===== src/booth_config.svh =====
`ifndef BOOTH_CONFIG_SVH
`define BOOTH_CONFIG_SVH

// Operand width of multiplicand and multiplier
// One Booth step is taken per operand bit
`define BOOTH_WIDTH 16

// Step counter width that can count up to BOOTH_WIDTH
`define BOOTH_CNT_WIDTH 5

`endif

===== src/booth_pkg.sv =====
package booth_pkg;

    // Controller sequence
    typedef enum logic [1:0] {
        IDLE = 2'b00,
        LOAD = 2'b01,
        RUN  = 2'b10,
        DONE = 2'b11
    } booth_state_e;

    // Accumulator operation for one Booth step
    typedef enum logic [1:0] {
        OP_HOLD = 2'b00,
        OP_ADD  = 2'b01,
        OP_SUB  = 2'b10
    } booth_op_e;

    // Command from controller to datapath
    typedef struct packed {
        logic      load;
        logic      step;
        booth_op_e op;
    } booth_ctrl_t;

endpackage


===== src/booth_multiplier.sv =====
`timescale 1ns/1ps
`include "booth_config.svh"

module booth_multiplier (
    input  logic                          clk,
    input  logic                          rst,
    input  logic                          start,
    input  logic signed [`BOOTH_WIDTH-1:0] multiplicand,
    input  logic signed [`BOOTH_WIDTH-1:0] multiplier,
    output logic                          busy,
    output logic                          done,
    output logic [2*`BOOTH_WIDTH-1:0]     product
);

    booth_pkg::booth_ctrl_t ctrl;
    logic                   cnt_clear;
    logic                   cnt_en;
    logic                   last;
    logic [1:0]             booth_pair;

    booth_controller u_controller (
        .clk        (clk),
        .rst        (rst),
        .start      (start),
        .last       (last),
        .booth_pair (booth_pair),
        .ctrl       (ctrl),
        .cnt_clear  (cnt_clear),
        .cnt_en     (cnt_en),
        .busy       (busy),
        .done       (done)
    );

    step_counter #(
        .WIDTH     (`BOOTH_WIDTH),
        .CNT_WIDTH (`BOOTH_CNT_WIDTH)
    ) u_counter (
        .clk       (clk),
        .rst       (rst),
        .cnt_clear (cnt_clear),
        .cnt_en    (cnt_en),
        .last      (last)
    );

    booth_datapath #(
        .WIDTH (`BOOTH_WIDTH)
    ) u_datapath (
        .clk          (clk),
        .rst          (rst),
        .ctrl         (ctrl),
        .multiplicand (multiplicand),
        .multiplier   (multiplier),
        .booth_pair   (booth_pair),
        .product      (product)
    );

endmodule


===== src/booth_datapath.sv =====
`timescale 1ns/1ps
`include "booth_config.svh"

module booth_datapath #(
    parameter int WIDTH = `BOOTH_WIDTH
) (
    input  logic                   clk,
    input  logic                   rst,
    input  booth_pkg::booth_ctrl_t ctrl,
    input  logic signed [WIDTH-1:0] multiplicand,
    input  logic signed [WIDTH-1:0] multiplier,
    output logic [1:0]             booth_pair,
    output logic [2*WIDTH-1:0]     product
);

    // Multiplicand register
    logic [WIDTH-1:0]   m;
    // Accumulator carries one guard bit so that subtracting
    // the most negative multiplicand cannot overflow
    logic [WIDTH:0]     a;
    logic [WIDTH-1:0]   q;
    logic               q_m1;

    logic [WIDTH:0]     m_ext;
    logic [WIDTH:0]     alu_out;
    logic [2*WIDTH:0]   shift_in;
    logic [2*WIDTH:0]   shifted;

    assign m_ext = {m[WIDTH-1], m};

    always_comb
    begin
        case (ctrl.op)
            booth_pkg::OP_ADD: alu_out = a + m_ext;
            booth_pkg::OP_SUB: alu_out = a - m_ext;
            default:           alu_out = a;
        endcase
    end

    // Arithmetic right shift of {A, Q}
    assign shift_in = {alu_out, q};
    assign shifted  = {shift_in[2*WIDTH], shift_in[2*WIDTH:1]};

    always_ff @(posedge clk)
    begin
        if (ctrl.load)
        begin
            m <= multiplicand;
        end
    end

    always_ff @(posedge clk or negedge rst)
    begin
        if (!rst)
        begin
            a    <= '0;
            q    <= '0;
            q_m1 <= 1'b0;
        end
        else if (ctrl.load)
        begin
            a    <= '0;
            q    <= multiplier;
            q_m1 <= 1'b0;
        end
        else if (ctrl.step)
        begin
            a    <= shifted[2*WIDTH:WIDTH];
            q    <= shifted[WIDTH-1:0];
            // Bit shifted out of Q
            q_m1 <= shift_in[0];
        end
    end

    assign booth_pair = {q[0], q_m1};

    // Guard bit is only a sign copy once the run completes
    assign product = {a[WIDTH-1:0], q};

    a_load_step_excl: assert property (
        @(posedge clk) disable iff (!rst)
        !(ctrl.load && ctrl.step)
    );

endmodule


===== src/step_counter.sv =====
`timescale 1ns/1ps
`include "booth_config.svh"

module step_counter #(
    parameter int WIDTH     = `BOOTH_WIDTH,
    parameter int CNT_WIDTH = `BOOTH_CNT_WIDTH
) (
    input  logic clk,
    input  logic rst,
    input  logic cnt_clear,
    input  logic cnt_en,
    output logic last
);

    logic [CNT_WIDTH-1:0] count;

    always_ff @(posedge clk or negedge rst)
    begin
        if (!rst)
        begin
            count <= '0;
        end
        else if (cnt_clear)
        begin
            count <= '0;
        end
        else if (cnt_en)
        begin
            count <= count + 1'b1;
        end
    end

    // Final iteration of the run
    assign last = (count == CNT_WIDTH'(WIDTH - 1));

    // The controller leaves RUN on last, so the count tops out at WIDTH-1
    a_count_range: assert property (
        @(posedge clk) disable iff (!rst)
        cnt_en |-> (count <= CNT_WIDTH'(WIDTH - 1))
    );

endmodule


===== src/booth_controller.sv =====
`timescale 1ns/1ps

module booth_controller (
    input  logic                  clk,
    input  logic                  rst,
    input  logic                  start,
    input  logic                  last,
    input  logic [1:0]            booth_pair,
    output booth_pkg::booth_ctrl_t ctrl,
    output logic                  cnt_clear,
    output logic                  cnt_en,
    output logic                  busy,
    output logic                  done
);

    booth_pkg::booth_state_e state;
    booth_pkg::booth_state_e state_next;
    booth_pkg::booth_op_e    op_dec;

    always_ff @(posedge clk or negedge rst)
    begin
        if (!rst)
        begin
            state <= booth_pkg::IDLE;
        end
        else
        begin
            state <= state_next;
        end
    end

    // Start is only honoured from IDLE
    always_comb
    begin
        state_next = state;
        case (state)
            booth_pkg::IDLE: if (start) state_next = booth_pkg::LOAD;
            booth_pkg::LOAD: state_next = booth_pkg::RUN;
            booth_pkg::RUN:  if (last) state_next = booth_pkg::DONE;
            booth_pkg::DONE: state_next = booth_pkg::IDLE;
            default:         state_next = booth_pkg::IDLE;
        endcase
    end

    // Booth recoding of {Q0, Q-1}
    always_comb
    begin
        case (booth_pair)
            2'b10:   op_dec = booth_pkg::OP_SUB;
            2'b01:   op_dec = booth_pkg::OP_ADD;
            default: op_dec = booth_pkg::OP_HOLD;
        endcase
    end

    always_comb
    begin
        ctrl.load = (state == booth_pkg::LOAD);
        ctrl.step = (state == booth_pkg::RUN);
        ctrl.op   = (state == booth_pkg::RUN) ? op_dec : booth_pkg::OP_HOLD;
    end

    assign cnt_clear = (state == booth_pkg::LOAD);
    assign cnt_en    = (state == booth_pkg::RUN);
    assign busy      = (state != booth_pkg::IDLE);
    assign done      = (state == booth_pkg::DONE);

    // Result pulse is a single cycle
    a_done_single: assert property (
        @(posedge clk) disable iff (!rst)
        done |=> !done
    );

    // A new start mid-run never restarts the sequence
    a_start_ignored: assert property (
        @(posedge clk) disable iff (!rst)
        (start && state != booth_pkg::IDLE) |=> (state != booth_pkg::LOAD)
    );

endmodule


===== config.mk =====
export PLATFORM = sky130hd
export DESIGN_NAME = booth_multiplier
export DESIGN_NICKNAME = d
export VERILOG_FILES = /design/src/booth_pkg.sv /design/src/booth_multiplier.sv /design/src/booth_datapath.sv /design/src/step_counter.sv /design/src/booth_controller.sv
export VERILOG_INCLUDE_DIRS = /design/src /design/src/src
export SDC_FILE = /design/constraint.sdc
export NUM_CORES = 1
export LEC_CHECK = 0
export BUFFER_PORTS_ARGS = -buffer_cell sky130_fd_sc_hd__buf_4
export CAP_MARGIN = 40
export CORE_MARGIN = 4
export CORE_UTILIZATION = 30
export DETAILED_ROUTE_END_ITERATION = 8
export PLACE_DENSITY_LB_ADDON = 0.12
export SETUP_SLACK_MARGIN = 0.4
export SYNTH_ARGS = -nofsm -noshare
export SYNTH_HDL_FRONTEND = slang
export SYNTH_SLANG_ARGS = --single-unit
export TNS_END_PERCENT = 30

===== constraint.sdc =====
create_clock -name clk -period 5.39 [get_ports clk]
set_input_delay 0.2695 -clock clk [delete_from_list [all_inputs] [get_ports clk]]
set_output_delay 0.2695 -clock clk [all_outputs]
set_load 0.02 [all_outputs]

==> Word level (Yosys, flattened, before mapping) <==
Cells that the tools add are included.
W data, S select, Z words.
{ "totals": {"reg_bits": 57, "elab_cells": 37, "output_inout_bits": 34, "latchBits": 0, "romBits": 0, "n_memories": 0, "ramBits": 0} }
{ "op_classes": {"shifts": 0, "div_mod_pow": 0, "eq_ne": 10, "multipliers": 0, "reduce_logical": 4, "n_mux": 14, "n_bitwise": 0, "order_cmp": 0, "n_addsub": 3} }
{ "op_table": {"columns": ["operator", "count"], "rows": [
  ["$mux W17", 2],
  ["$pmux W17 S2", 1],
  ["$mux W16", 2],
  ["$add A17 B17 Y17", 1],
  ["$sub A17 B17 Y17", 1],
  ["$mux W5", 2],
  ["$eq A2 B2 Y1 const B", 4],
  ["$pmux W2 S4", 1],
  ["$eq A2 B1 Y1 const B", 3],
  ["$mux W2", 3],
  ["$add A5 B1 Y5 const B", 1],
  ["$eq A5 B4 Y1 const B", 1],
  ["$pmux W2 S2", 1],
  ["$reduce_bool A2 Y1", 2],
  ["$logic_not A2 Y1", 1],
  ["$mux W1", 2],
  ["$ne A2 B1 Y1 const B", 1],
  ["$ne A2 B2 Y1 const B", 1],
  ["$reduce_and A2 Y1", 1]
]} }

==> Logic depth before layout (Yosys ltp) <==
Gate-level depths: netlist of the first run.
{ "depth": {"word_depth": 7, "mapped_depth": 19, "ltp_nobuf": 16} }

==> Hierarchy <==
A second synthesis of the first run with hierarchy kept.
{ "hier_totals": {"hier_cells": 388, "hier_area_um2": 3681.0} }
{ "by_module_without_submodules": {"columns": ["mod", "area_per_inst_um2", "cells_per_inst", "seq_area_each_um2", "instances"], "rows": [
  ["booth_datapath", 3203.1, 344, 1306.3, 1],
  ["step_counter", 270.3, 23, 125.1, 1],
  ["booth_controller", 207.7, 21, 50.0, 1]
]} }

==> Least setup slack after synthesis of the first run <==
Ideal clock, no wire load.
{ "synth_path": {"kind": "reg2reg", "start": "register u_controller.state[0]", "end": "register u_datapath.a[8]", "arrival_ns": 3.476, "path_buffers": 2, "path_stages_with_launch": 17, "slack_ns": 1.771, "path_cell_list": "dfrtp_1 inv_1 ha_1 inv_1 or3_1 ha_1 clkbuf_1 clkbuf_1 mux2i_1 ha_1 nor2b_1 o31a_1 o221a_1 or3_1 a21oi_2 xor2_1 o221ai_1"} }
{ "synth_via": {"elab_chain_cells": 6, "elab_cells_between_ends": 9, "classes_between": "4 x eq/ne; 4 x mux; 1 x reduce/logical"} }
{ "synth_rtl": {"columns": ["item", "line_no", "text"], "rows": [
  ["start: declaration", "booth_controller.sv:16", "booth_pkg::booth_state_e state;"],
  ["start signal: assignment", "booth_controller.sv:24", "state <= booth_pkg::IDLE;"],
  ["start signal: assignment", "booth_controller.sv:28", "state <= state_next;"],
  ["$eq A2 B2 Y1", "booth_controller.sv:58, booth_controller.sv:59", null],
  ["$mux W2", "booth_controller.sv:59", "ctrl.op = (state == booth_pkg::RUN) ? op_dec : booth_pkg::OP_HOLD;"],
  ["$eq A2 B2 Y1 or $eq A2 B1 Y1 (tied branches)", "booth_datapath.sv:33", "case (ctrl.op)"],
  ["$pmux W17 S2", "booth_datapath.sv:33", null],
  ["$mux W17", "booth_datapath.sv:66", "else if (ctrl.step)"],
  ["$mux W17", "booth_datapath.sv:60", "else if (ctrl.load)"],
  ["end signal: assignment", "booth_datapath.sv:68", "a <= shifted[2*WIDTH:WIDTH];"],
  ["end: declaration", "booth_datapath.sv:20", "logic [WIDTH:0] a;"]
]} }
Parallel ways exist; a longest one is shown, timed or not. The select of a mux whose other input is x is not followed.
A chain may end at the register's enable or synchronous reset.

==> Worst setup path in the final report of the first run <==
Same ends and word-level chain as after synthesis.

==> results of run 1 <==
Yosys cell counts, drive strengths merged (4+ instances only):
cell	count	area (sq um)
a21oi	41	212.7
dfrtp	40	1001
nor2	40	150.1
inv	29	108.9
ha	26	325.3
mux2i	19	190.2
xnor2	19	166.4
o21ai	17	85.08
edfxtp	16	480.5
clkbuf	15	56.30
nand2	15	56.30
o22ai	13	81.33
nand3	9	45.04
nor3	8	40.04
xor2	8	70.07
o21a	7	52.55
nor2b	6	37.54
a21o	5	37.54
nand2b	5	31.28
o221ai	5	43.79
and3	4	26.28
buf	4	23.77
logic make-up after synthesis:
logic type                 after synthesis  synth area share
AOI/OAI and AO/OA                      104            0.1804
xor gates and xnor gates                27           0.06632
adders and majority gates               27           0.09684
buffers and inverters                   48           0.05298
DFF                                     56            0.4154
muxes                                   20           0.05649
and+or+nand+nor                         98            0.1316
what timing repair did:
| item | CTS | global route |
|---|---|---|
| hold endpoints to repair | 18 | 0 |
| gates resized for setup | 0 | 0 |
| hold buffers | 1 | 0 |
worst min-delay path by stage:
stage                          start               endpoint  slack (ns)  depth (start not counted)
floorplan                        rst  u_controller.state[0]       -0.03                          0
global placement                 rst       u_datapath.a[10]        0.31                          1
detailed placement               rst       u_datapath.a[10]        0.31                          1
CTS                  multiplicand[3]        u_datapath.m[3]        0.14                          1
global route        multiplicand[11]       u_datapath.m[11]        0.14                          1
finish               multiplicand[3]        u_datapath.m[3]        0.14                          1
per-layer routing:
| layer | up-vias | GRT usage |
|---|---|---|
| met1 | 1329 | 0.1724 |
| met3 | 6 | 0.03650 |
| met2 | 55 | 0.2237 |
| met5 | - | 0 |
| met4 | 0 | 0.03287 |
| li1 | 1463 | - |
area by class of cell:
| cell class | instances | area, sq um | share of cell area |
|---|---|---|---|
| Clock inverter | 3 | 18.77 | 0.004303 |
| Sequential cell | 56 | 1481 | 0.3396 |
| Timing Repair Buffer | 71 | 548.0 | 0.1256 |
| Multi-Input combinational cell | 276 | 1901 | 0.4357 |
| Clock buffer | 5 | 125.1 | 0.02869 |
| Tap cell | 143 | 178.9 | 0.04102 |
| Inverter | 29 | 108.9 | 0.02496 |
power by group:
| group | switching [mW] | leakage [nW] | total [mW] | internal (mW) |
|---|---|---|---|---|
| clock | 0.162 | 0.0736 | 0.334 | 0.172 |
| combinational | 1.13 | 1.19 | 1.96 | 0.828 |
| sequential | 0.163 | 0.629 | 0.793 | 0.629 |
stage by stage:
| stage | power, mW | instances | setup slack [ns] |
|---|---|---|---|
| floorplan | 2.268 | 380 | 1.771 |
| global placement | 2.759 | 573 | 1.645 |
| detailed placement | 2.783 | 574 | 1.557 |
| CTS | 3.127 | 583 | 1.544 |
| global route | 3.384 | 583 | 1.294 |
| finish | 3.086 | 583 | 1.564 |
registers in the layout, summed over array words and instances, names as in the netlist:
| register | count |
|---|---|
| u_datapath.m | 16 |
| u_counter.count | 5 |
| u_controller.state | 2 |
| u_datapath.q | 16 |
| u_datapath.a | 16 |
| u_datapath.q_m1 | 1 |
==> metrics.csv, run 1 <==
stage,metric,value,unit
grt,initial antenna violation count,0,
grt,global-route wire length before repair,14480,microns
floorplan,Initial Util,0.3096,
power_and_ir_drop,Lkg Pwr,1.894,nW
worst_setup_path,reg2reg end,u_datapath.a[8],
finish,fin area,4362,sq um
yosys,Post-synth EDFFs,16,
timing,post-route clock skew,0.01051,ns
timing,Rel. slew slack,0.5214,
detailed_routing,Detailed Route WL,8830,microns
placed_design,IO buf count,68,
power_and_ir_drop,Power per Cell Area,707.4,nW/um^2
detailed_routing,DRC viols,0,
timing,minimum clock period,3.826,ns
finish,utilization after layout,0.3787,
timing,fmax,261.4,MHz
yosys,syn nets,442,
worst_setup_path,Setup crit start kind,register,
clocking,TritonCTS Buffers,5,
worst_setup_path,worst path required time,5.54,ns
power_and_ir_drop,VDD IR max,0.0003465,V
detailed_routing,DR WL met2,4106,microns
timing,# setup viols final,0,
placed_design,hpwl dp,6446,microns
yosys,cell count after synthesis,380,
worst_setup_path,WP depth,14,
status,status,finished clean,
clocking,CTS sink cnt,56,
clocking,H-tree depth,2,
job,max_cap viols,0,
worst_setup_path,top cell family by delay on the critical path,compound AO/OA/AOI/OAI gates,
timing,Sum Neg Setup Slack,0,ns
yosys,main flop type after synthesis,dfrtp_1,
worst_setup_path,max incr delay on CP,0.40,ns
placed_design,DP Area,4208,sq um
floorplan,core area,11520,sq um
yosys,Netlist cell types,47,
clocking,Post-CTS Setup Inserts,0,
clocking,CTS tree,yes,
floorplan,I/O pin count,69,
detailed_routing,Antenna Nets Post-Route,0,
yosys,Post-synth ARST share,0.7143,
worst_setup_path,Buf/Inv on CP,2,
timing,final hold viol count,0,
clocking,Clock Tree Root,clkbuf_16,
detailed_routing,drt first-iter violations,104,
finish,Antenna Cells,0,
yosys,syn_area_per_cell,9.384,sq um
grt,global route overflow,0,
finish,layout cells sized above 1,0.2000,
worst_setup_path,most frequent CP cell,ha_1,
clocking,insertion delay to the later sink of the worst-skew pair,0.30,ns
finish,"most common cell after layout, fill and taps aside",buf_4,
worst_setup_path,Worst R2R Setup Slack,1.56,ns
worst_setup_path,R2R depth,14,
timing,Min Hold Slack,0.1400,ns
timing,unrepaired setup endpoints after global routing,no,
detailed_routing,DR vias,2853,
detailed_routing,top routing layer in use,met4,
placed_design,Final GP Congestion,0.7820,
worst_setup_path,crit path to,u_datapath.a[8],
yosys,"Cell Area, Synth",3566,sq um
worst_setup_path,CP Max Fanout,16,
floorplan,Die Width,117.0,microns
floorplan,Rows,39,
timing,final period utilization,0.7098,
clocking,CTS Buffer Depth,2,
clocking,Worst-path clk slew,0.08,ns
worst_setup_path,crit path launch,u_controller.state[0],
grt,vias in the first global route,2940,
finish,Area growth syn-to-layout,22.32,%
grt,Total GRT Usage,0.1338,
worst_setup_path,r2r startpoint,u_controller.state[0],
worst_setup_path,Crit. End Element,register,
hold_path,Min-Delay Path Class,in -> reg,
detailed_routing,drt via density,4.894,
floorplan,DIE AREA,13690,sq um
detailed_routing,Met1 Wirelength,4118,microns
worst_setup_path,crit-path cells,inv_1 > ha_1 > inv_1 > or3_1 > ha_1 > mux2i_1 > ha_1 > nor2b_1 > o31a_1 > o221a_1 > or3_1 > a21oi_2 > xor2_1 > o221ai_1,
timing,"Slew Viols, Final",0,
timing,worst-margin pin slew,0.7164,ns
detailed_routing,wire per inst,15.15,microns
yosys,Seq cells post-synth,56,
yosys,sequential share of the synthesized area,0.4154,
yosys,Syn. warnings,0,
detailed_routing,router iterations before antenna repair,4,
finish,"commonest cells after routing, fill and taps aside","buf_4 (69), nor2_1 (40), dfrtp_1 (40)",
worst_setup_path,crit path DAT,3.98,ns
finish,Final #Nets,501,
finish,fillers,1157,
detailed_routing,met3 wire length,508,microns
floorplan,DIE HEIGHT,117.0,microns
grt,largest net degree at the start of global routing,69,
worst_setup_path,"slowest stage cell, crit path",dfrtp_1,
worst_setup_path,CP Class,reg -> reg,
Power figures use the tool's default switching activity.
==> run 2, diff against run 1 <==
- ABC_AREA: not set -> 1
- clock period: 5.39 -> 3.7 ns (I/O delays scaled with it)
==> run 2 against run 1 <==
  * Worst hold slack worse by 0.096 ns
  * Power up 36%
  * Clock power up 49%
  * Largest cell class unchanged
  * Cell area up 11%
  * Non-clock buffer count unchanged
  * Largest power group unchanged
==> metrics.csv, run 2 <==
stage,metric,value,unit,change
status,status,finished clean,,
clocking,TritonCTS Buffers,5,,unchanged
timing,"Slew Viols, Final",0,,unchanged
worst_setup_path,r2r startpoint,u_controller.state[0],,
yosys,Netlist cell types,37,,-21%
floorplan,Initial Util,0.3103,,+0.0006665
clocking,H-tree depth,2,,unchanged
finish,layout cells sized above 1,0.2100,,+0.01000
clocking,Clock Tree Root,clkbuf_16,,
worst_setup_path,CP Class,reg -> reg,,
finish,Antenna Cells,0,,unchanged
detailed_routing,drt via density,4.457,,-8.9%
timing,final period utilization,0.8083,,+0.09848
job,max_cap viols,0,,unchanged
clocking,CTS Buffer Depth,2,,unchanged
grt,Total GRT Usage,0.1425,,+0.008655
floorplan,core area,12770,sq um,+11%
placed_design,cell total after placement,763,,+33%
grt,met1 Track Usage GR,0.1971,,+0.02473
grt,met2 Track Usage GR,0.2251,,+0.001406
clocking,insertion delay to the later sink of the worst-skew pair,0.31,ns,about the same
finish,Finished Layout Cells,772,,+32%
detailed_routing,DRC viols,0,,unchanged
finish,fillers,1340,,+16%
worst_setup_path,most frequent CP cell,nand2_1,,
yosys,"Cell Area, Synth",3964,sq um,+11%
yosys,sequential share of the synthesized area,0.3737,,-0.04170
worst_setup_path,crit path launch,u_controller.state[0],,
detailed_routing,router iterations before antenna repair,4,,unchanged
grt,global-route wire length before repair,16880,microns,+17%
clocking,CTS tree,yes,,
yosys,Synth top area share,0.2525,,-0.02818
placed_design,Final GP Congestion,0.8126,,+3.9%
finish,Final #Nets,661,,+32%
timing,fmax,334.4,MHz,+28%
power_and_ir_drop,Lkg Pwr,2.461,nW,+30%
power_and_ir_drop,total power,4.208,mW,+36%
worst_setup_path,Setup crit start kind,register,,
yosys,Commonest cells post-synth,"nand2_1 (157), inv_1 (89), dfrtp_1 (40)",,
worst_setup_path,worst path required time,3.91,ns,-1.63 ns
placed_design,IO buf count,68,,unchanged
finish,"most common cell after layout, fill and taps aside",nand2_1,,
hold_path,hold endpoint,u_datapath.m[3],,
floorplan,I/O pin count,69,,unchanged
worst_setup_path,reg2reg end,u_datapath.a[12],,
worst_setup_path,CP Max Fanout,10,,-6
detailed_routing,DR vias,3441,,+21%
timing,Sum Neg Setup Slack,0,ns,unchanged
yosys,Seq cells post-synth,56,,unchanged
detailed_routing,wire per inst,13.06,microns,-14%
worst_setup_path,crit path DAT,3.20,ns,-0.78 ns
detailed_routing,Antenna Nets Post-Route,0,,unchanged
grt,global route overflow,0,,unchanged
yosys,synth top area cells,"dfrtp_1 (25%), nand2_1 (15%), edfxtp_1 (12%)",,
grt,layer with the highest usage,met2,,
yosys,Post-synth ARST share,0.7143,,unchanged
placed_design,hpwl dp,7759,microns,+20%
floorplan,DIE HEIGHT,122.9,microns,+5.1%
floorplan,Rows,41,,+5.1%
detailed_routing,Detailed Route WL,10080,microns,+14%
yosys,syn_area_per_cell,7.451,sq um,-21%
power_and_ir_drop,Power per Cell Area,872.7,nW/um^2,+23%
timing,worst-margin pin slew,0.8137,ns,+0.09732 ns
worst_setup_path,"slowest stage cell, crit path",dfrtp_1,,
hold_path,Min-Delay Startpoint,multiplicand[3],,
timing,post-route clock skew,0.01087,ns,+0.0003557 ns
worst_setup_path,Buf/Inv on CP,3,,+1
timing,# setup viols final,0,,unchanged
timing,Rel. slew slack,0.4569,,-0.06449
clocking,Worst-path clk slew,0.08,ns,about the same
worst_setup_path,top cell family by delay on the critical path,simple AND/OR/NAND/NOR gates,,
grt,met3 usage,0.02745,,-0.009056
finish,"commonest cells after routing, fill and taps aside","nand2_1 (156), inv_1 (89), buf_4 (70)",,
grt,largest net degree at the start of global routing,41,,-41%
yosys,Post-synth EDFFs,16,,unchanged
yosys,Syn. warnings,0,,unchanged
detailed_routing,drt first-iter violations,166,,+60%
worst_setup_path,crit-path cells,inv_1 > ha_1 > nand2_1 > nor2_1 > ha_4 > inv_2 > o21ai_4 > o21ai_2 > a21oi_2 > xor2_1 > ha_1 > nand2_1 > inv_1 > nand2_1 > nand2_1 > a21oi_2 > nand2_1 > nand2_1 > nand3_1 > nand2_1 > nand2_1,,
hold_path,Worst Hold Depth,1,,unchanged
timing,final hold viol count,0,,unchanged
timing,unrepaired setup endpoints after global routing,yes,,
yosys,most frequent cell after synthesis,nand2_1,,
clocking,CTS sink cnt,56,,unchanged
yosys,Yosys top cell by area,dfrtp_1,,
yosys,main flop type after synthesis,dfrtp_1,,
grt,vias in the first global route,3456,,+18%
yosys,syn nets,594,,+34%
grt,initial antenna violation count,0,,unchanged
power_and_ir_drop,VDD IR max,0.0005563,V,+61%
hold_path,Min-Delay Path Class,in -> reg,,
finish,Area growth syn-to-layout,21.65,%,
yosys,cell count after synthesis,532,,+40%
floorplan,DIE AREA,15120,sq um,+10%
worst_setup_path,Worst R2R Setup Slack,0.71,ns,-0.85 ns
timing,Min Hold Slack,0.04369,ns,-0.09630 ns
worst_setup_path,Crit. End Element,register,,
finish,Largest regs,"u_datapath.a x16, u_datapath.m x16, u_datapath.q x16",,
worst_setup_path,R2R depth,21,,+7
worst_setup_path,max incr delay on CP,0.41,ns,about the same
timing,minimum clock period,2.991,ns,-0.8352 ns
floorplan,Die Width,122.9,microns,+5.1%
[run 2: worst reg2reg max path, delay by kind of cell (launching register included)]
kind,cells,cell delay [ns]
AO/OA/AOI/OAI,4,0.43
XOR/XNOR,1,0.16
adder cells (fa/ha/maj),3,0.72
buffers and inverters,3,0.32
flip-flops,1,0.41
AND/OR/NAND/NOR,10,0.85
[run 2: through the flow]
step,instance area [sq um],setup slack (ns),utilization
floorplan,3964,0.9436,-
global placement,4651,0.6093,0.3641
detailed placement,4651,0.5026,0.3641
CTS,4803,0.4924,0.3760
global route,4822,0.3759,0.3775
finish,4822,0.7093,0.3775
[run 2: layout make-up]
type	count	area, sq um	area share
Multi-Input combinational cell	363	2062	0.4276
Sequential cell	56	1481	0.3072
Timing Repair Buffer	71	535.5	0.1111
Inverter	102	385.4	0.07992
Tap cell	172	215.2	0.04463
Clock buffer	6	128.9	0.02673
Clock inverter	2	13.76	0.002854
[run 2: where the power goes]
| group | switching, mW | internal, mW | total [mW] |
|---|---|---|---|
| registers | 0.190 | 0.892 | 1.08 |
| logic | 1.71 | 0.915 | 2.63 |
| clock network | 0.242 | 0.254 | 0.496 |
[run 2: cells by family after synthesis]
kind of cell	Yosys count	synth area share
adder cells (fa/ha/maj)	27	0.08712
XOR/XNOR	17	0.03756
flip-flops	56	0.3737
buffers and inverters	113	0.1108
AND/OR/NAND/NOR	258	0.2876
AO/OA/AOI/OAI	61	0.1032
[run 2: timing repair]
action / in CTS / in global routing
hold buffers: 1 / 0
buffers inserted: 0 / 0
gates resized for setup: 0 / 4
endpoints found under the hold margin: 40 / 0
setup endpoints to repair: 0 / 11
[run 2: worst max path at each step]
stage	end	slack [ns]	cells after the start
after floorplan	u_datapath.a[13]	0.94	22
after global placement	u_datapath.a[13]	0.61	21
after detailed placement	u_datapath.a[13]	0.50	21
after CTS	u_datapath.a[13]	0.49	21
after global routing	u_datapath.a[12]	0.38	21
final	u_datapath.a[12]	0.71	21
[run 2: layer usage]
metal,up-vias,part of all wire
li1,1812,-
met1,1575,0.49
met2,43,0.46
met3,11,0.029
met4,0,0.016
met5,-,0
==> run 3, diff against run 2 <==
- clock period: 3.7 -> 2.6 ns (I/O delays scaled with it)
==> run 3 against run 2 <==
  * The run now ends with negative setup slack left
  * Clock power is 48% higher
  * Global-route usage is 1.3 points higher
  * Worst hold slack worse by 0.033 ns
  * Count of clock-buffer cells in the layout stayed put
  * Non-clock buffer count is 62 higher
  * Register-to-register slack worse by 0.86 ns
==> metrics.csv, run 3 (synthesis results as in run 2) <==
stage,metric,value,unit,change
status,status,finished with violations,,
status,failing checks,negative setup slack,,
worst_setup_path,r2r startpoint,u_controller.state[0],,
floorplan,Initial Util,0.3103,,unchanged
finish,Area growth syn-to-layout,43.69,%,
finish,"commonest cells after routing, fill and taps aside","nand2_1 (133), buf_4 (115), inv_1 (80)",,
timing,worst-margin pin slew,0.5631,ns,-0.2507 ns
detailed_routing,wire per inst,13.67,microns,+4.7%
timing,final period utilization,1.057,,+0.2492
clocking,H-tree depth,2,,unchanged
floorplan,I/O pin count,69,,unchanged
worst_setup_path,R2R depth,16,,-24%
worst_setup_path,crit-path cells,inv_2 > ha_4 > nand3_2 > ha_4 > buf_4 > or2_4 > xnor2_4 > inv_2 > ha_4 > nand2_2 > inv_2 > a21oi_2 > nand2_2 > xor2_1 > o21ai_1 > nand2_1,,
power_and_ir_drop,Power per Cell Area,1262,nW/um^2,+45%
clocking,insertion delay to the later sink of the worst-skew pair,0.31,ns,about the same
timing,fmax,363.7,MHz,+8.8%
floorplan,core area,12770,sq um,unchanged
power_and_ir_drop,Lkg Pwr,2.805,nW,+14%
worst_setup_path,top cell family by delay on the critical path,simple AND/OR/NAND/NOR gates,,
detailed_routing,router iterations before antenna repair,4,,unchanged
job,max_cap viols,0,,unchanged
finish,Largest regs,"u_datapath.a x16, u_datapath.m x16, u_datapath.q x16",,
placed_design,Final GP Congestion,0.8737,,+7.5%
floorplan,DIE HEIGHT,122.9,microns,unchanged
timing,final hold viol count,0,,unchanged
detailed_routing,DRC viols,0,,unchanged
worst_setup_path,CP Max Fanout,5,,-5
detailed_routing,DR vias,3716,,+8.0%
hold_path,Min-Delay Path Class,in -> reg,,
worst_setup_path,crit path launch,u_controller.state[0],,
timing,unrepaired setup endpoints after global routing,yes,,
timing,minimum clock period,2.749,ns,-0.2412 ns
clocking,TritonCTS Buffers,5,,unchanged
clocking,CTS Buffer Depth,2,,unchanged
grt,global route overflow,0,,unchanged
grt,vias in the first global route,3722,,+7.7%
worst_setup_path,max incr delay on CP,0.39,ns,-0.02 ns
finish,layout cells sized above 1,0.3565,,+0.1465
power_and_ir_drop,total power,7.188,mW,+71%
worst_setup_path,Crit. End Element,register,,
worst_setup_path,crit path to,u_datapath.a[6],,
timing,final worst slack,-0.1495,ns,-0.8588 ns
floorplan,Die Width,122.9,microns,unchanged
timing,post-route clock skew,0.007383,ns,-0.003486 ns
grt,largest net degree at the start of global routing,41,,unchanged
floorplan,Rows,41,,unchanged
timing,"Slew Viols, Final",0,,unchanged
worst_setup_path,WP depth,16,,-24%
worst_setup_path,Worst R2R Setup Slack,-0.15,ns,-0.86 ns
worst_setup_path,Setup crit start kind,register,,
clocking,Worst-path clk slew,0.08,ns,about the same
finish,Antenna Cells,0,,unchanged
clocking,CTS sink cnt,56,,unchanged
finish,"most common cell after layout, fill and taps aside",nand2_1,,
placed_design,Setup WS pre-CTS,-0.3039,ns,-0.8065 ns
worst_setup_path,reg2reg end,u_datapath.a[6],,
finish,fillers,1280,,-4.5%
timing,# setup viols final,11,,+11
detailed_routing,drt via density,4.456,,about the same
detailed_routing,Antenna Nets Post-Route,0,,unchanged
worst_setup_path,"slowest stage cell, crit path",dfrtp_1,,
finish,Final #Nets,723,,+9.4%
placed_design,IO buf count,68,,unchanged
detailed_routing,Detailed Route WL,11400,microns,+13%
timing,Rel. slew slack,0.6246,,+0.1677
grt,global-route wire length before repair,18370,microns,+8.8%
clocking,Clock Tree Root,clkbuf_16,,
worst_setup_path,crit path DAT,2.94,ns,-0.26 ns
worst_setup_path,Buf/Inv on CP,4,,+1
clocking,CTS tree,yes,,
detailed_routing,drt first-iter violations,126,,-24%
grt,initial antenna violation count,0,,unchanged
floorplan,DIE AREA,15120,sq um,unchanged
power_and_ir_drop,VDD IR max,0.0006067,V,+9.1%
worst_setup_path,worst path required time,2.79,ns,-1.12 ns
worst_setup_path,CP Class,reg -> reg,,
placed_design,hpwl dp,8406,microns,+8.3%
grt,Total GRT Usage,0.1558,,+0.01335
==> run 3: changes by cell type in the layout (fill, tap and decap cells not counted), sizes merged <==
cell and delta:
inv +1, dlygate4sd3 +15, clkinv -1, buf +47
==> run 3: layer usage <==
metal | global-route usage | share of wire
met5 | 0 | 0
met4 | 0.03219 | 0.0082
met3 | 0.03431 | 0.046
met2 | 0.2521 | 0.48
met1 | 0.2150 | 0.47
==> run 3: how the worst min path moves through the flow <==
stage               startpoint                     to  slack (ns)  depth (start not counted)
4_1_cts        multiplicand[0]        u_datapath.m[0]       0.007                          1
3_3_place_gp               rst        u_datapath.q[2]        0.17                          1
3_5_place_dp               rst        u_datapath.q[2]        0.18                          1
2_1_floorplan              rst  u_controller.state[0]       -0.17                          0
5_1_grt        multiplicand[0]        u_datapath.m[0]      0.0005                          1
6_report       multiplicand[0]        u_datapath.m[0]        0.01                          1
==> run 3: what timing repair did <==
action | in CTS | in global routing
pin swaps | 23 | 30
hold endpoints to repair | 55 | 0
gates cloned | 0 | 0
resized for setup | 35 | 54
setup buffers | 6 | 7
endpoints found under the setup margin | 16 | 33
hold buffers | 16 | 0
==> run 3: through the flow <==
step           utilization  hold WS, ns  cells  TNS (ns)  cell area [sq um]
2_1_floorplan            -      -0.1656    532         0               4006
3_3_place_gp        0.3869       0.1690    797    -2.238               4942
3_5_place_dp        0.3869       0.1790    797    -2.843               4942
4_1_cts             0.4255     0.007468    827   -0.7728               5435
5_1_grt             0.4459    0.0004812    834    -2.761               5695
6_report            0.4459      0.01088    834   -0.9202               5695
==> run 3: cell type report <==
| cell class | instances | area [sq um] | area share |
|---|---|---|---|
| inverter | 102 | 402.9 | 0.07074 |
| sequential | 56 | 1483 | 0.2603 |
| multi-input combinational | 363 | 2395 | 0.4205 |
| timing repair buffer | 133 | 1050 | 0.1843 |
| clock buffer | 6 | 132.6 | 0.02329 |
| tap | 172 | 215.2 | 0.03779 |
| clock inverter | 2 | 17.52 | 0.003076 |
==> run 3: report_power, final <==
part	internal [mW]	leakage (nW)	switching [mW]
clock network	0.377	0.0753	0.356
logic	2.03	2.06	2.86
registers	1.27	0.670	0.299
